### config.mk
export PLATFORM = sky130hd
export DESIGN_NAME = eeprom_master
export DESIGN_NICKNAME = d
export VERILOG_FILES = /design/src/verilog/eeprom_pkg.sv /design/src/verilog/eeprom_master.sv
export SDC_FILE = /design/constraint.sdc
export NUM_CORES = 1
export LEC_CHECK = 0
export BUFFER_PORTS_ARGS = -buffer_cell sky130_fd_sc_hd__buf_4
export CAP_MARGIN = 5
export CELL_PAD_IN_SITES_DETAIL_PLACEMENT = 1
export CELL_PAD_IN_SITES_GLOBAL_PLACEMENT = 1
export CORE_MARGIN = 1
export CORE_UTILIZATION = 52
export CTS_BUF_LIST = sky130_fd_sc_hd__clkbuf_8
export DETAILED_ROUTE_END_ITERATION = 12
export GPL_ROUTABILITY_DRIVEN = 0
export GPL_TIMING_DRIVEN = 0
export PLACE_DENSITY = 0.95
export SYNTH_ARGS = -nofsm -noshare
export SYNTH_HDL_FRONTEND = slang
export SYNTH_SLANG_ARGS = --single-unit
### constraint.sdc
create_clock -name scl -period 4.6 [get_ports scl]
set_input_delay 0.92 -clock scl [delete_from_list [all_inputs] [get_ports scl]]
set_output_delay 0.92 -clock scl [all_outputs]
set_load 0.02 [all_outputs]
### src/verilog/eeprom_pkg.sv
package eeprom_pkg;

    // one byte on the serial bus
    typedef logic [7:0] byte_t;

    // device type code in the upper nibble of every control byte
    localparam logic [3:0] device_code = 4'b1010;

    // lowest bit of the control byte
    localparam logic rw_read  = 1'b1;
    localparam logic rw_write = 1'b0;

    // control byte layout
    localparam int ctrl_dev_msb = 7;
    localparam int ctrl_dev_lsb = 4;
    localparam int ctrl_blk_msb = 3;
    localparam int ctrl_blk_lsb = 1;
    localparam int ctrl_rw_bit  = 0;

endpackage

### src/verilog/eeprom_master.sv
`timescale 1ns/1ps

module eeprom_master
#(
    parameter int addr_w      = 11,
    parameter int half_period = 4
)
(
    input  logic              scl,
    input  logic              arst_n,
    input  logic              req_valid,
    input  logic              req_write,
    input  logic [addr_w-1:0] req_addr,
    input  eeprom_pkg::byte_t req_data,
    output logic              busy,
    output logic              done,
    output eeprom_pkg::byte_t rd_data,
    output logic              ser_clk,
    output logic              master_sda_low,
    input  logic              ser_data
);

    typedef enum logic [2:0] {m_idle, m_start, m_bits, m_rsetup, m_stop} state_t;

    localparam int cnt_w = $clog2(half_period);

    // byte segments of a transaction, in bus order
    localparam logic [2:0] seg_ctrl_w = 3'd0;
    localparam logic [2:0] seg_addr   = 3'd1;
    localparam logic [2:0] seg_data   = 3'd2;
    localparam logic [2:0] seg_ctrl_r = 3'd3;
    localparam logic [2:0] seg_rdata  = 3'd4;

    state_t            state;
    logic [cnt_w-1:0]  hcnt;
    logic              tick;
    logic              half;
    logic [2:0]        bitcnt;
    logic [2:0]        seg;
    logic [2:0]        nseg;
    logic              write_q;
    logic [10:0]       addr_ext;
    eeprom_pkg::byte_t data_q;
    eeprom_pkg::byte_t txsh;
    eeprom_pkg::byte_t rx;
    eeprom_pkg::byte_t load_byte;

    // byte sent in a given segment; read data phase leaves the line released
    function automatic eeprom_pkg::byte_t seg_byte(input logic [2:0] s);
        eeprom_pkg::byte_t b;
        b = 8'hff;
        if (s == seg_ctrl_w || s == seg_ctrl_r)
        begin
            b[eeprom_pkg::ctrl_dev_msb:eeprom_pkg::ctrl_dev_lsb] = eeprom_pkg::device_code;
            b[eeprom_pkg::ctrl_blk_msb:eeprom_pkg::ctrl_blk_lsb] = addr_ext[10:8];
            b[eeprom_pkg::ctrl_rw_bit] = (s == seg_ctrl_w) ? eeprom_pkg::rw_write
                                                           : eeprom_pkg::rw_read;
        end
        else if (s == seg_addr)
            b = addr_ext[7:0];
        else if (s == seg_data)
            b = data_q;
        return b;
    endfunction

    assign tick      = (hcnt == cnt_w'(half_period - 1));
    assign nseg      = (state == m_start) ? seg : seg + 3'd1;
    assign load_byte = seg_byte(nseg);

    // request capture
    always_ff @(posedge scl)
    begin
        if (state == m_idle && req_valid)
        begin
            write_q  <= req_write;
            addr_ext <= 11'(req_addr);
            data_q   <= req_data;
        end
    end

    always_ff @(posedge scl or negedge arst_n)
    begin
        if (!arst_n)
        begin
            state          <= m_idle;
            hcnt           <= '0;
            half           <= 1'b0;
            bitcnt         <= '0;
            seg            <= seg_ctrl_w;
            busy           <= 1'b0;
            done           <= 1'b0;
            ser_clk        <= 1'b1;
            master_sda_low <= 1'b0;
            txsh           <= '0;
            rx             <= '0;
            rd_data        <= '0;
        end
        else
        begin
            done <= 1'b0;
            if (state != m_idle)
                hcnt <= tick ? '0 : hcnt + 1'b1;
            case (state)
                m_idle:
                begin
                    if (req_valid)
                    begin
                        state          <= m_start;
                        busy           <= 1'b1;
                        seg            <= seg_ctrl_w;
                        master_sda_low <= 1'b1;
                    end
                end
                m_start:
                begin
                    // sda went low with ser_clk high, now enter the first bit
                    if (tick)
                    begin
                        ser_clk        <= 1'b0;
                        half           <= 1'b0;
                        bitcnt         <= '0;
                        state          <= m_bits;
                        txsh           <= load_byte;
                        master_sda_low <= ~load_byte[7];
                    end
                end
                m_bits:
                begin
                    if (tick)
                    begin
                        if (!half)
                        begin
                            ser_clk <= 1'b1;
                            half    <= 1'b1;
                            if (seg == seg_rdata)
                                rx <= {rx[6:0], ser_data};
                        end
                        else if (bitcnt != 3'd7)
                        begin
                            ser_clk        <= 1'b0;
                            half           <= 1'b0;
                            bitcnt         <= bitcnt + 3'd1;
                            txsh           <= {txsh[6:0], 1'b1};
                            master_sda_low <= ~txsh[6];
                        end
                        else
                        begin
                            ser_clk <= 1'b0;
                            half    <= 1'b0;
                            bitcnt  <= '0;
                            if (seg == seg_data || seg == seg_rdata)
                            begin
                                state          <= m_stop;
                                master_sda_low <= 1'b1;
                            end
                            else if (seg == seg_addr && !write_q)
                            begin
                                state          <= m_rsetup;
                                seg            <= seg_ctrl_r;
                                master_sda_low <= 1'b0;
                            end
                            else
                            begin
                                seg            <= nseg;
                                txsh           <= load_byte;
                                master_sda_low <= ~load_byte[7];
                            end
                        end
                    end
                end
                m_rsetup:
                begin
                    // released line, raise ser_clk, then repeated start
                    if (tick)
                    begin
                        if (!half)
                        begin
                            ser_clk <= 1'b1;
                            half    <= 1'b1;
                        end
                        else
                        begin
                            state          <= m_start;
                            master_sda_low <= 1'b1;
                        end
                    end
                end
                m_stop:
                begin
                    if (tick)
                    begin
                        if (!half)
                        begin
                            ser_clk <= 1'b1;
                            half    <= 1'b1;
                        end
                        else
                        begin
                            // sda rises with ser_clk high
                            state          <= m_idle;
                            master_sda_low <= 1'b0;
                            busy           <= 1'b0;
                            done           <= 1'b1;
                            if (!write_q)
                                rd_data <= rx;
                        end
                    end
                end
                default:
                    state <= m_idle;
            endcase
        end
    end

endmodule

# Yosys cells after proc, flatten, opt, wreduce, memory -nomap -nowiden
# Cells that the tools add are included.
[word_totals] input_bits=24 reg_bits=59 word_cells=134 output_inout_bits=12
[op_classes] addsub=3 bitwise=4 reduce_logical=24 eq_ne=27 muxes=61
[op_table] cell="$mux 3" count=22
[op_table] cell="$mux 7" count=6
[op_table] cell="$mux 8" count=3
[op_table] cell="$ne 2x2->1 const B" count=11
[op_table] cell="$mux 1" count=21
[op_table] cell="$reduce_and 4->1" count=5
[op_table] cell="$eq 3x2->1 const B" count=5
[op_table] cell="$pmux 3 s5" count=1
[op_table] cell="$pmux 7 s2" count=1
[op_table] cell="$ne 3x3->1 const B" count=4
[op_table] cell="$pmux 3 s2" count=2
[op_table] cell="$reduce_and 6->1" count=2
[op_table] cell="$reduce_and 10->1" count=1
[op_table] cell="$eq 3x1->1 const B" count=3
[op_table] cell="$reduce_and 9->1" count=1
[op_table] cell="$add 3x1->3 const B" count=2
[op_table] cell="$eq 3x3->1 const B" count=2
[op_table] cell="$logic_not 3->1" count=2
[op_table] cell="$pmux 1 s3" count=2
[op_table] cell="$reduce_bool 2->1" count=3
[op_table] cell="$reduce_bool 3->1" count=2
[op_table] cell="$pmux 1 s5" count=1
[op_table] cell="$reduce_and 5->1" count=1
[op_table] cell="$reduce_bool 5->1" count=1
[op_table] cell="other kinds (10)" count=15

# Longest topological paths before layout
[logic_depth] ltp_word=13 mapped_depth=8 mapped_depth_nobuf=7

# Worst setup path after synthesis
# No wires, ideal clock.
[synth_path] path_type="register to register" from="register state[1]" to="register seg[1]" n_path_buf=2 arrival_ns=2.159 stages_incl_launch_ff=7 slack_ns=2.313 synth_period_minus_slack_ns=2.287 required_time_ns=4.472 setup_ns=0.128 path_cell_list="dfrtp_1 buf_2 clkbuf_1 nor3_1 and2_1 nor2_1 mux2_1"
[synth_via] elab_chain_cells=8
[synth_rtl] element="start: declaration" line="eeprom_master.sv:34" source="state_t state;"
[synth_rtl] element="start signal: assignment" line="eeprom_master.sv:85" source="state <= m_idle;"
[synth_rtl] element="start signal: assignment" line="eeprom_master.sv:108" source="state <= m_start;"
[synth_rtl] element="start signal: assignment" line="eeprom_master.sv:122" source="state <= m_bits;"
[synth_rtl] element="$eq 3x1->1" line="eeprom_master.sv:67" source="assign nseg = (state == m_start) ? seg : seg + 3'd1;"
[synth_rtl] element="$mux 3" line="eeprom_master.sv:67"
[synth_rtl] element="$mux 3" line="eeprom_master.sv:156" source="else if (seg == seg_addr && !write_q)"
[synth_rtl] element="$mux 3" line="eeprom_master.sv:151" source="if (seg == seg_data || seg == seg_rdata)"
[synth_rtl] element="$mux 3" line="eeprom_master.sv:138" source="else if (bitcnt != 3'd7)"
[synth_rtl] element="$mux 3" line="eeprom_master.sv:131" source="if (!half)"
[synth_rtl] element="$mux 3" line="eeprom_master.sv:129" source="if (tick)"
[synth_rtl] element="$pmux 3 s2" line="eeprom_master.sv:103" source="case (state)"
[synth_rtl] element="end signal: assignment" line="eeprom_master.sv:110" source="seg <= seg_ctrl_w;"
[synth_rtl] element="end signal: assignment" line="eeprom_master.sv:159" source="seg <= seg_ctrl_r;"
[synth_rtl] element="end signal: assignment" line="eeprom_master.sv:164" source="seg <= nseg;"
[synth_rtl] element="end: declaration" line="eeprom_master.sv:39" source="logic [2:0] seg;"
# Several ways; a longest one is shown, not always the timed one. The select of a mux whose other input is x is not followed.
# A chain may end at the register's enable or synchronous reset.

# Final worst setup path
# Same ends and word-level chain as after synthesis.

==> results.cfg <==
[clock_network]
clk_pin_slew_worst_paths_ps = 70
clk_path_buf_depth = 2
clock-sinks = 59
ctsResizeCount = 0
htreeDepth = 3
post_cts_buffers = 0
holdBufCountCts = 0
cts_root_buf = clkbuf_8
tritoncts = done
cts_buffers = 9
insertion_delay_ps = 350

[grt]
grt_pass1_wl_mm = 15.5
grt_max_degree = 40
grt_pass1_vias = 2821
grt_overflow = 0
grtUsageTotal = 0.342
antenna_found_initial = 0

[logic_synthesis]
yosysUniqueCellTypes = 55
postSynth.asyncResetShare = 0.661
synthSimpleGateAreaFrac = 0.133
synth_top_family_by_area = compound AO/OA/AOI/OAI gates
synth.largest_area_cell = dfrtp_1
yosys-top-cells-area = dfrtp_1 31%, edfxtp_1 20%, mux2_2 3.7%
synth_edf_count = 20
synth.net_count = 305
synth-xor-area-share = 0.00528
synth_top_cell_area_share = 0.309
synth_area_sq_um = 3080
synthMuxAreaShare = 0.0955
yosysMostFrequentCell = dfrtp_1
synth_ff_type = dfrtp_1
yosysSeqAreaShare = 0.513
avgSynthCellArea_sq_um = 11.2
ys_top_cells_by_count = 38 x dfrtp_1, 20 x edfxtp_1, 14 x a21oi_1, 14 x nand2_1, 14 x o21ai_0
synth-compound-area-share = 0.186
netlist_instances = 274
ys_ff_latch = 59
ys_warn_count = 0
yosys.area_share.adder = 0.0285

[power_and_ir_drop]
p_leak_nw = 1.57
total_power_w = 0.00223
power.switching_w = 0.000869
comb_power_share = 0.411
seq_power_share = 0.326
internal_power_w = 0.00136
vdd_ir_drop_max_v = 0.000337
clkPwrFrac = 0.263
sw_frac_of_total = 0.389
powerDensity_nw_per_um2 = 608

[drt]
drc_errors = 0
dr.pass1.iters = 5
vias = 2687
vias_per_cell = 6.77
drt_iter0_drc = 274
ant_nets = 0
wl_mm = 9.83
drt-wirelength-per-cell_microns = 24.8

[layout]
final_layout_size_suffix_gt1_frac = 0.225
nNetsFinal = 351
final_util = 0.655
area_growth_pct = 19.3
insertedDiodeCount = 0
fillers = 583

[floorplan]
num_rows = 27
io_pins = 36
die_height_microns = 78.9
die_x_microns = 78.9
core-area_sq_um = 5610
die_area_sq_um = 6230
start_util = 0.549

[timing]
maxSlewViolCount = 0
tightest_slew_ps = 1000
finalHoldViolCount = 0
period_minus_slack_ps = 3250
timing.slew.headroom = 0.330
rsz0062_at_grt = false
finalClockSkew_ps = 6.01
finalSetupViolations = 0
finalCritPeriodShare = 0.706
clock.fmax_mhz = 308
tns_ps = 0

[setup_path]
cp.arrival_ps = 3470
cp.required_ps = 4830
worst_setup_path_start_kind = flip-flop
critPathMaxFanout = 22
worstSetupPathType = reg -> reg
worstSetupEndpointType = flip-flop

[worst_hold_path]
min_path_type = reg -> reg

[status]
outcome = completed

[placed_design]
port_buffers = 35
dpl.hpwl_mm = 6.10

[run]
cap_viol_max_count = 0
cell families after synthesis:
group / after synthesis
AO/OA/AOI/OAI: 82
AND/OR/NAND/NOR: 70
flip-flops: 59
buffers and inverters: 28
multiplexers: 27
adder cells (fa/ha/maj): 7
XOR/XNOR: 1
cells in the final DEF, fill, tap and decap left out, types with 3 or more instances in the layout:
cell,count
dfrtp_1,38
buf_4,35
edfxtp_1,20
nand2_1,14
o21ai_0,14
a21oi_1,14
inv_1,11
nor2_1,11
clkbuf_1,10
nor3_1,10
mux2_2,10
clkbuf_8,10
mux2_1,9
nor2b_1,8
mux2i_1,8
o32ai_1,7
o221ai_1,7
o21ai_1,7
ha_1,7
nand2b_1,6
o211ai_1,6
buf_2,5
a22oi_1,4
and2_1,3
or3b_1,3
o311a_1,3
a31oi_1,3
bufinv_16,3
metrics by stage:
| stage | hold WS (ps) | cells | setup slack, ps | area, sq um |
|---|---|---|---|---|
| 6_report | 491 | 397 | 1350 | 3670 |
| 5_1_grt | 520 | 397 | 1260 | 3670 |
| 4_1_cts | 491 | 397 | 1430 | 3670 |
| 3_5_place_dp | 476 | 381 | 1600 | 3430 |
| 3_3_place_gp | 465 | 381 | 1870 | 3430 |
| 2_1_floorplan | 452 | 274 | 2310 | 3080 |
worst max-delay path, stage by stage, from the launching register on:
cell      delay, ps
dfrtp_1         400
buf_2           200
clkbuf_1        270
nor3_1          680
and2_1          890
nor2_1          270
mux2_1          400
metal layers:
metal / global-route usage / wire length [microns] / vias up
met5: 0 / 0 / -
met4: 0.184 / 389 / 0
met3: 0.0632 / 642 / 42
met2: 0.577 / 4870 / 135
met1: 0.416 / 3930 / 1374
li1: - / - / 1136
power by group through the flow:
stage | Combinational [W] | Sequential (W) | Clock [W]
after CTS | 0.000896 | 0.000727 | 0.000584
final | 0.000918 | 0.000728 | 0.000587
after global placement | 0.000789 | 0.000720 | 0
after detailed placement | 0.000844 | 0.000732 | 0
after global routing | 0.000975 | 0.000738 | 0.000603
after floorplan | 0.000606 | 0.000718 | 0
flip-flops by register name (all words and copies together), names as in the netlist, 2 cells and up:
| register | cells |
|---|---|
| addr_ext | 11 |
| data_q | 8 |
| rd_data | 8 |
| rx | 8 |
| txsh | 7 |
| bitcnt | 3 |
| seg | 3 |
| state | 3 |
| hcnt | 2 |
worst paths after layout:
check	start	end	slack, ps	cells past startpoint
min in group asynchronous	arst_n	half	540	1
max reg2reg	state[1]	seg[1]	1350	6
min reg2reg	bitcnt[1]	bitcnt[1]	490	2
max in group asynchronous	arst_n	ser_clk	3710	1
max	state[1]	seg[1]	1350	6
min	bitcnt[1]	bitcnt[1]	490	2
layout make-up:
cell class	count	area, sq um	share of cell area
Clock buffer	10	138	0.0375
Buffer	17	77.6	0.0211
Timing Repair Buffer	35	263	0.0716
Clock inverter	6	104	0.0283
Tap cell	72	90.1	0.0245
Inverter	11	41.3	0.0112
Sequential cell	59	1580	0.430
Multi-Input combinational cell	187	1380	0.376
No activity file was read; power rests on OpenSTA's default activity.
