### config.mk
export PLATFORM = sky130hd
export DESIGN_NAME = eeprom_slave
export DESIGN_NICKNAME = d
export VERILOG_FILES = /design/src/verilog/eeprom_pkg.sv /design/src/verilog/eeprom_slave.sv
export SDC_FILE = /design/constraint.sdc
export NUM_CORES = 1
export LEC_CHECK = 0
export BUFFER_PORTS_ARGS = -buffer_cell sky130_fd_sc_hd__buf_2
export CAP_MARGIN = 40
export CORE_MARGIN = 2
export CORE_UTILIZATION = 60
export CTS_BUF_LIST = sky130_fd_sc_hd__clkbuf_4
export DETAILED_ROUTE_END_ITERATION = 8
export PLACE_DENSITY = 0.95
export SYNTH_ARGS = -nofsm -noshare
export SYNTH_HDL_FRONTEND = slang
export SYNTH_SLANG_ARGS = --single-unit
### constraint.sdc
create_clock -name scl -period 6.5 [get_ports scl]
set_clock_uncertainty 0.2 [all_clocks]
set_input_delay 0.65 -clock scl [delete_from_list [all_inputs] [get_ports scl]]
set_output_delay 0.65 -clock scl [all_outputs]
set_load 0.05 [all_outputs]
### src/verilog/eeprom_pkg.sv
package eeprom_pkg;

    // one byte on the serial bus
    typedef logic [7:0] byte_t;

    // device type code in the upper nibble of every control byte
    localparam logic [3:0] device_code = 4'b1010;

    // lowest bit of the control byte
    localparam logic rw_read  = 1'b1;
    localparam logic rw_write = 1'b0;

    // control byte layout
    localparam int ctrl_dev_msb = 7;
    localparam int ctrl_dev_lsb = 4;
    localparam int ctrl_blk_msb = 3;
    localparam int ctrl_blk_lsb = 1;
    localparam int ctrl_rw_bit  = 0;

endpackage

### src/verilog/eeprom_slave.sv
`timescale 1ns/1ps

module eeprom_slave
#(
    parameter int addr_w = 11
)
(
    input  logic              scl,
    input  logic              arst_n,
    input  logic              ser_clk,
    input  logic              ser_data,
    output logic              slave_sda_low,
    output logic              mem_we,
    output logic [addr_w-1:0] mem_addr,
    output eeprom_pkg::byte_t mem_wdata,
    input  eeprom_pkg::byte_t mem_rdata
);

    typedef enum logic [2:0] {s_idle, s_ctrl, s_addr, s_data, s_send} state_t;

    state_t            state;
    logic              clk_d;
    logic              sda_d;
    logic              clk_rise;
    logic              clk_fall;
    logic              start_seen;
    logic              stop_seen;
    logic              byte_end;
    logic [3:0]        cnt;
    logic [10:0]       full_addr;
    eeprom_pkg::byte_t shreg;
    eeprom_pkg::byte_t rx_byte;
    eeprom_pkg::byte_t ctrl_q;
    eeprom_pkg::byte_t addr_q;

    assign clk_rise   = ser_clk & ~clk_d;
    assign clk_fall   = ~ser_clk & clk_d;
    // sda edges only count while ser_clk stays high
    assign start_seen = clk_d & ser_clk & sda_d & ~ser_data;
    assign stop_seen  = clk_d & ser_clk & ~sda_d & ser_data;
    assign byte_end   = clk_rise && cnt == 4'd7;
    assign rx_byte    = {shreg[6:0], ser_data};

    // block select joined with the address byte
    assign full_addr = {ctrl_q[eeprom_pkg::ctrl_blk_msb:eeprom_pkg::ctrl_blk_lsb], addr_q};
    assign mem_addr  = full_addr[addr_w-1:0];

    always_ff @(posedge scl)
    begin
        if (clk_rise)
            shreg <= rx_byte;
        if (byte_end && state == s_ctrl)
            ctrl_q <= rx_byte;
        if (byte_end && state == s_addr)
            addr_q <= rx_byte;
        if (byte_end && state == s_data)
            mem_wdata <= rx_byte;
    end

    always_ff @(posedge scl or negedge arst_n)
    begin
        if (!arst_n)
        begin
            clk_d         <= 1'b1;
            sda_d         <= 1'b1;
            state         <= s_idle;
            cnt           <= '0;
            mem_we        <= 1'b0;
            slave_sda_low <= 1'b0;
        end
        else
        begin
            clk_d  <= ser_clk;
            sda_d  <= ser_data;
            mem_we <= 1'b0;
            if (stop_seen)
            begin
                state         <= s_idle;
                slave_sda_low <= 1'b0;
            end
            else if (start_seen)
            begin
                state         <= s_ctrl;
                cnt           <= '0;
                slave_sda_low <= 1'b0;
            end
            else if (state == s_send)
            begin
                // new bit after each ser_clk fall, released after the eighth
                if (clk_fall)
                begin
                    if (cnt == 4'd8)
                    begin
                        slave_sda_low <= 1'b0;
                        state         <= s_idle;
                    end
                    else
                    begin
                        slave_sda_low <= ~mem_rdata[3'd7 - cnt[2:0]];
                        cnt           <= cnt + 4'd1;
                    end
                end
            end
            else if (state != s_idle && clk_rise)
            begin
                cnt <= cnt + 4'd1;
                if (cnt == 4'd7)
                begin
                    cnt <= '0;
                    if (state == s_ctrl)
                    begin
                        if (rx_byte[eeprom_pkg::ctrl_rw_bit] == eeprom_pkg::rw_read)
                            state <= s_send;
                        else
                            state <= s_addr;
                    end
                    else if (state == s_addr)
                        state <= s_data;
                    else
                    begin
                        state  <= s_idle;
                        mem_we <= 1'b1;
                    end
                end
            end
        end
    end

endmodule

### Word-level counts from Yosys, hierarchy flattened

Cells that the tools add are included.

* register bits after elaboration: 38
* logic and storage cells: 80
* bits of input ports: 12
* output and inout port bits: 21

* mux-type cells: 30
* add/sub/neg operators: 2
* bitwise logic cells: 13
* eq/ne operators: 10
* $lt $le $gt $ge: 1
* reduce and logical (&&, ||, !) cells: 14

Operator list (number)
* 3-bit two-way mux: 9
* 4-bit two-way mux: 6
* 1-bit two-way mux: 13
* 3-bit nonzero test: 4
* 4-bit AND reduction: 2
* 4-bit nonzero test: 2
* 1-bit bitwise AND: 7
* 3-bit by 2-bit equality test with 1-bit output (second input constant): 2
* 3-bit inequality test (second input constant): 2
* 1-bit inverter: 6
* 1-bit logical AND: 5
* 4-bit by 1-bit adder with 4-bit output (second input constant): 1
* 4-bit by 3-bit equality test with 1-bit output (second input constant): 1
* 4-bit equality test (second input constant): 1
* 3-bit by 4-bit < comparator with 1-bit output (second input constant): 1
* 4-bit by 3-bit inequality test with 1-bit output (second input constant): 1
* 4-bit inequality test (second input constant): 1
* 1-bit binary-select mux with 3-bit select: 1
* 3-bit by 1-bit equality test with 1-bit output (second input constant): 1
* 3-bit equality test (second input constant): 1
* 3-bit subtractor (first input constant): 1
* 2-bit two-way mux: 1
* 2-bit AND reduction: 1

### Depth between registers and ports, before layout

Gate-level depths: netlist of run 1.

* depth after elaboration: 9
* depth in mapped cells: 6
* mapped depth without buffers: 6

### Worst setup path before layout of run 1

OpenSTA, ideal clock, no wires.

* path kind: in2reg
* start: input ser_clk
* end: register mem_wdata[0] (enable)
* setup slack: 3933 ps
* data arrival time: 1984 ps
* buffers on the path: 1
* setup time: 383 ps
* stages: 4
* required time: 5917 ps
* path through: nor2b_1 -> clkbuf_1 -> nand2_1 -> nor3_1

* longest elaborated chain between the ends: 3

Ends and longest elaborated chain
* start: declaration: RTL line eeprom_slave.sv:10 `input logic ser_clk,`
* 1-bit bitwise AND: RTL line eeprom_slave.sv:36 `assign clk_rise = ser_clk & ~clk_d;`
* net clk_rise: RTL line eeprom_slave.sv:24 `logic clk_rise;`
* 1-bit logical AND: RTL line eeprom_slave.sv:41 `assign byte_end = clk_rise && cnt == 4'd7;`
* 1-bit logical AND: RTL line eeprom_slave.sv:56 `if (byte_end && state == s_data)`
* end signal: assignment: RTL line eeprom_slave.sv:57 `mem_wdata <= rx_byte;`
* end: declaration: RTL line eeprom_slave.sv:15 `output eeprom_pkg::byte_t mem_wdata,`

The timed path passes the listed nets, and every way through them passes these cells.
A chain may end at the register's enable or synchronous reset.

### Worst setup path in the final report of run 1

* start: register cnt[0]
* end: register mem_wdata[6] (enable)

* longest elaborated chain between the ends: 3

Ends and longest elaborated chain
* start: declaration: RTL line eeprom_slave.sv:29 `logic [3:0] cnt;`
* start signal: assignment: RTL line eeprom_slave.sv:100 `cnt <= cnt + 4'd1;`
* start signal: assignment: RTL line eeprom_slave.sv:106 `cnt <= cnt + 4'd1;`
* 4-bit by 3-bit equality test with 1-bit output: RTL line eeprom_slave.sv:41
* 1-bit logical AND: RTL line eeprom_slave.sv:41
* 1-bit logical AND: RTL line eeprom_slave.sv:56

No other way between the ends.

==> results of run 1 <==
worst max-delay path, stage by stage, from the launching register on:
cell and delay, ns:
dfrtp_1 0.48, ha_1 0.22, and3b_1 0.25, nand2_1 0.15, nor3_1 0.57, buf_2 0.27
cell families after synthesis:
logic type	count (synthesis)	synth area share, %
flops	37	65.4
compound gates	18	9.59
fa+ha+maj	2	1.55
mux	7	5.88
buf+inv	9	2.17
simple gates	41	15.4
power groups by stage:
stage	clock [W]	sequential, W	combinational, W
2_1_floorplan	0	0.000306	0.0000971
3_3_place_gp	0	0.000309	0.000117
3_5_place_dp	0	0.000312	0.000126
4_1_cts	0.000160	0.000307	0.000127
5_1_grt	0.000170	0.000313	0.000143
6_report	0.000155	0.000308	0.000127
repair_timing:
item	CTS	global route
hold buffers	1	0
endpoints found under the hold margin	9	0
buffers inserted	0	0
metrics by stage:
step                      setup WS, ns  area [um2]  util (%)  total power (W)
after floorplan                   3.93        1620         -         0.000403
after global placement            3.36        1810      71.6         0.000427
after detailed placement          3.17        1810      71.8         0.000437
after CTS                         3.59        1900      75.3         0.000594
after global routing              3.86        1910      75.6         0.000626
final                             4.07        1910      75.6         0.000590
cells in the final DEF, fill, tap and decap left out, drive strengths merged, types with 2 or more instances in the layout:
| cell | synthesis | final |
|---|---|---|
| clkbuf | 1 | 5 |
| nand3b | 3 | 3 |
| nand2 | 10 | 10 |
| nor2 | 5 | 5 |
| mux2i | 5 | 5 |
| nor3 | 2 | 2 |
| a2111oi | 3 | 3 |
| edfxtp | 26 | 26 |
| ha | 2 | 2 |
| dfrtp | 9 | 9 |
| o21ai | 3 | 3 |
| dfstp | 2 | 2 |
| nand2b | 2 | 2 |
| a32oi | 2 | 2 |
| nand3 | 3 | 3 |
| inv | 7 | 7 |
| nor3b | 2 | 2 |
| mux4 | 2 | 2 |
| buf | 1 | 34 |
| nor2b | 4 | 4 |
| and4b | 2 | 2 |
worst max-delay path by stage:
stage,startpoint,end,cells after the start
finish,cnt[0],mem_wdata[6],5
global route,cnt[0],mem_wdata[6],5
CTS,ser_clk,mem_wdata[6],5
detailed placement,ser_clk,mem_wdata[6],5
global placement,ser_clk,mem_wdata[6],4
floorplan,ser_clk,mem_wdata[0],4
sequential cells by signal, summed over array words and instances, names as in the netlist:
name,count
clk_d,1
mem_wdata,8
state,3
slave_sda_low,1
mem_we,1
sda_d,1
ctrl_q,3
shreg,7
addr_q,8
cnt,4
metal layers:
layer	share of wire (%)	track usage, %	vias up	wire length [um]
met5	0	0	-	0
met4	2.0	10.2	0	63
met3	6.9	9.07	7	214
met2	51	36.6	36	1580
met1	40	24.9	532	1240
li1	-	-	519	-
cell type report:
class	count	area [um2]	area share (%)
Clock buffer	5	37.5	1.97
Clock inverter	3	41.3	2.16
Inverter	7	26.3	1.38
Multi-Input combinational cell	68	524	27.5
Sequential cell	37	1060	55.5
Tap cell	30	37.5	1.97
Timing Repair Buffer	35	183	9.57
==> results.cfg, run 1 <==
[critical_path]
start_kind = flip-flop
cp.arrival_ns = 2.30
rr_startpoint = cnt[0]
r2r_end = mem_wdata[6]
worstSetupPathType = reg2reg
endpoint_kind = flip-flop
cp_max_fo = 5
required_ns = 6.37
worst-r2r-setup-slack_ns = 4.07
reg2regPathDepth = 5

[min_path]
hold_path.class = in2reg
hold_start = ser_clk
holdPathStages = 1
hold_end = clk_d

[placement]
dp_hpwl_um = 2280
dp.cells = 175
gp_congestion = 0.837
io_buffers = 32

[timing]
setup_violations = 0
finalMaxSlewViolations = 0
rsz0062_at_grt = no
tns_ns = 0
holdWs_ns = 0.254
max_freq_ghz = 0.412
fin_crit_sh_pct = 37.4
max-slew-margin-rel_pct = 56.9
fin_crit_ns = 2.43
hold_viol = 0
tightest_slew_ns = 0.641

[finish]
final_cells = 185
fillers = 161
n_antenna_cell = 0
nets = 168
syn_to_final_growth_pct = 17.9
layout-drive-gt1-share_pct = 34.2

[clock_network]
clockRootBuffer = clkbuf_4
clk_pin_slew_ns = 0.11
cts_buffers = 5
ctsLongestPathBuffers = 2
cts_tree = yes
cts_max_level = 2
ctsResizeCount = 0
clk_latency_ns = 0.35
cts.sink_count = 37

[logic_synthesis]
netlist_top_cells_count = 26 x edfxtp_1, 10 x nand2_1, 9 x dfrtp_1
ys_warn_count = 0
ys_seq_area_share_pct = 65.4
synth_largest_area_cell = edfxtp_1
synth_cells = 114
synth_enable_flop_cells = 26
async_flop_share_pct = 29.7
syn-num-nets = 128
synth_area_leaders = edfxtp_1 48%, dfrtp_1 14%, dfstp_2 3.2%
synth_cell_type_count = 41
netlist_area_um2 = 1620
ys_ff_latch = 37
synth_most_common_cell = edfxtp_1
synth_top_area_share_pct = 48.3
synth.avg_cell_area_um2 = 14.2
synth-main-ff-cell = edfxtp_1

[routing]
dr.pass1.iters = 4
drt-initial-drc-count = 24
wl_um = 3100
postRouteAntennaNets = 0
via_count = 1094
routedWlPerCell_um = 16.7
vias_per_cell = 5.91
remaining_drc_errors = 0

[floorplan]
coreArea_um2 = 2520
start_util_pct = 64.1
die_h_um = 55.9
die_x_um = 55.9
die_area_um2 = 3130
std_cell_rows = 18
io_pins = 33

[power_and_ir_drop]
p_seq_share_pct = 52.1
ir_worst_vdd_uv = 280
p_int_w = 0.000413
p_switching_w = 0.000177
clkPwrFrac_pct = 26.3
sw_frac_of_total_pct = 30.0
power.density_nw_per_um2 = 309
pwr-share-comb_pct = 21.5
total_leakage_power_nw = 0.763

[job]
max_cap_viol_count = 0

[status]
status = finished clean

[global_routing]
grt.overflow.total = 0
track_usage_pct = 22.0
antenna_found_initial = 0
grt_pass1_vias = 1096
grt_start_max_net_pins = 13
grt_pass1_wl_um = 5100
Note: power is estimated with default switching activity, not from simulation.
==> run 2, diff against run 1 <==
--- a/config.mk
+++ b/config.mk
@@ -5,13 +5,14 @@
 export SDC_FILE = /design/constraint.sdc
 export NUM_CORES = 1
 export LEC_CHECK = 0
+export ABC_AREA = 1
 export BUFFER_PORTS_ARGS = -buffer_cell sky130_fd_sc_hd__buf_2
 export CAP_MARGIN = 40
 export CORE_MARGIN = 2
-export CORE_UTILIZATION = 60
+export CORE_UTILIZATION = 51
 export CTS_BUF_LIST = sky130_fd_sc_hd__clkbuf_4
 export DETAILED_ROUTE_END_ITERATION = 8
-export PLACE_DENSITY = 0.95
+export PLACE_DENSITY = 0.89
 export SYNTH_ARGS = -nofsm -noshare
 export SYNTH_HDL_FRONTEND = slang
 export SYNTH_SLANG_ARGS = --single-unit
==> constraint.sdc (replaced) <==
create_clock -name scl -period 2.05 [get_ports scl]
set_clock_uncertainty 0.2 [all_clocks]
set_input_delay 0.205 -clock scl [delete_from_list [all_inputs] [get_ports scl]]
set_output_delay 0.205 -clock scl [all_outputs]
set_load 0.05 [all_outputs]
==> run 2 against run 1 <==
Against the previous run:
- synthesized area increased by 5.3%
- largest power group unchanged
- via count increased by 9.7%
- core utilization decreased by 9.8 points
- largest cell class unchanged
- cell area increased by 7.1%
- clock power increased to 3.1 times the previous value
- register-to-register slack got worse by 3.9 ns
- routed wire length decreased by 12%
- cell count increased by 37%
- sequential share of layout area decreased by 3.7 points
- clock-buffer cell count unchanged
==> results.cfg, run 2 <==
[placement]
place_area_um2 = 1930
dp_hpwl_um = 2130
gp_congestion = 0.879
io_buffers = 32
post-place-ws_ns = 0.174

[critical_path]
worst_path_dominant_cell_family = flip-flops
reg2regPathDepth = 6
crit_chain = ha_1 -> nand3_1 -> inv_1 -> nand2_1 -> nor4_2 -> buf_4
path_depth = 6
cp.arrival_ns = 1.74
required_ns = 1.90
start_kind = flip-flop
crit_buf_inv = 2
cp_max_fo = 9
max_stage_delay_ns = 0.50
worstSetupPathType = reg2reg
cpMaxStageDelayCell = dfrtp_1
endpoint_kind = flip-flop

[floorplan]
std_cell_rows = 20
die_h_um = 61.8
io_pins = 33
die_area_um2 = 3820
die_x_um = 61.8
coreArea_um2 = 3100
start_util_pct = 54.9

[clock_network]
cts.sink_count = 37
ctsLongestPathBuffers = 2
clk_latency_ns = 0.33
clk_pin_slew_ns = 0.10
hold_buffers = 3
clockRootBuffer = clkbuf_4
ctsResizeCount = 0
cts_max_level = 2
post_cts_buffers = 0
cts_buffers = 5
cts_tree = yes

[timing]
tns_ns = 0
setup_slack_ns = 0.165
setup_violations = 0
rsz0062_at_grt = no
max_freq_ghz = 0.530
hold_viol = 0
max-slew-margin-rel_pct = 80.8
holdWs_ns = 0.0473
fin_crit_ns = 1.89
finalMaxSlewViolations = 0
tightest_slew_ns = 0.288
fin_crit_sh_pct = 92.0

[logic_synthesis]
synth_largest_area_cell = edfxtp_1
ys_seq_area_share_pct = 62.2
synth_area_leaders = edfxtp_1 46%, dfrtp_1 13%, nand2_1 8.8%
synth.avg_cell_area_um2 = 10.3
async_flop_share_pct = 29.7
synth_cells = 166
synth_enable_flop_cells = 26
synth_most_common_cell = nand2_1
netlist_top_cells_count = 40 x nand2_1, 26 x edfxtp_1, 19 x nor2_1
ys_ff_latch = 37
ys_warn_count = 0
netlist_area_um2 = 1700
synth-main-ff-cell = edfxtp_1
synth_cell_type_count = 24
synth_top_area_share_pct = 45.8
syn-num-nets = 180

[routing]
vias_per_cell = 4.72
dr.pass1.iters = 4
via_count = 1200
postRouteAntennaNets = 0
remaining_drc_errors = 0
routedWlPerCell_um = 10.7
drt-initial-drc-count = 34
wl_um = 2710

[finish]
layout-drive-gt1-share_pct = 30.5
final_common_cell = nand2_1
finalInstanceArea_um2 = 2040
n_antenna_cell = 0
reg_top3 = addr_q x8, mem_wdata x8, shreg x7
syn_to_final_growth_pct = 20.0
nets = 223
layout_common_cells = 40 x nand2_1, 32 x buf_2, 26 x edfxtp_1

[min_path]
hold_path.class = in2async

[global_routing]
antenna_found_initial = 0
grt.overflow.total = 0
grt_pass1_wl_um = 4780
grt_start_max_net_pins = 13
grt_pass1_vias = 1158
track_usage_pct = 17.7

[power_and_ir_drop]
ir_worst_vdd_uv = 620
power.density_nw_per_um2 = 858
total_leakage_power_nw = 0.940

[job]
max_cap_viol_count = 0

[status]
status = finished clean
run 2: cell types whose count changed in the layout (fill, tap and decap cells not counted), moves of 3 or more:
| cell | before | now |
|---|---|---|
| nand2_1 | 10 | 40 |
| mux2i_1 | 5 | 0 |
| nand3b_1 | 3 | 0 |
| nand3_1 | 3 | 15 |
| nor2b_1 | 4 | 0 |
| inv_1 | 7 | 14 |
| inv_2 | 0 | 3 |
| nand2_2 | 0 | 5 |
| o21ai_0 | 3 | 8 |
| nor2_2 | 0 | 5 |
| nor2_1 | 5 | 19 |
| o21ai_1 | 0 | 3 |
run 2: logic make-up (layout without fill, tap and decap cells):
logic type               count (synthesis)  in the layout  share of synthesized area [%]
flip-flops                              37             37                           62.2
buffers and inverters                   19             63                           4.48
AO/OA/AOI/OAI                           14             14                           4.26
XOR/XNOR                                 1              1                          0.514
adder cells (fa/ha/maj)                  2              2                           1.47
AND/OR/NAND/NOR                         93             93                           27.1
run 2: path summary, 6_finish.rpt:
check                                  start       endpoint  slack, ns
worst max register to register        cnt[0]   mem_wdata[1]       0.16
min in group scl                mem_rdata[0]  slave_sda_low       0.05
worst min-delay path                  arst_n  slave_sda_low       0.05
worst max-delay path                  cnt[0]   mem_wdata[1]       0.16
worst min register to register      shreg[6]      addr_q[7]       0.26
max in group asynchronous             arst_n          clk_d       1.33
run 2: worst reg2reg max path: stages (launching register included):
cell	delay, ns
dfrtp_1	0.50
ha_1	0.23
nand3_1	0.11
inv_1	0.12
nand2_1	0.10
nor4_2	0.14
buf_4	0.20
run 2: stage by stage:
| stage | power [W] | util, % | instances |
|---|---|---|---|
| after floorplan | 0.00123 | - | 166 |
| after global placement | 0.00128 | 62.3 | 243 |
| after detailed placement | 0.00129 | 62.3 | 243 |
| after CTS | 0.00177 | 65.8 | 254 |
| after global routing | 0.00187 | 65.8 | 254 |
| final | 0.00175 | 65.8 | 254 |
run 2: report_power, final:
part           internal [W]  leakage [nW]  switching [W]
combinational      0.000136         0.523       0.000209
sequential         0.000852         0.378      0.0000832
clock              0.000252        0.0389       0.000221
run 2: area by class of cell:
| type | instances | area, um2 |
|---|---|---|
| clock buffer | 5 | 37.5 |
| multi-input combinational | 110 | 574 |
| sequential | 37 | 1060 |
| clock inverter | 3 | 41.3 |
| tap | 44 | 55.1 |
| fill | 267 | 1060 |
| inverter | 17 | 63.8 |
| timing repair buffer | 38 | 213 |
run 2: routing by layer:
metal | share of wire (%) | up-vias | global-route usage [%]
met4 | 1.4 | 0 | 6.99
met2 | 51 | 33 | 32.0
met5 | 0 | - | 0
li1 | - | 635 | -
met1 | 42 | 526 | 19.4
met3 | 4.7 | 6 | 5.18
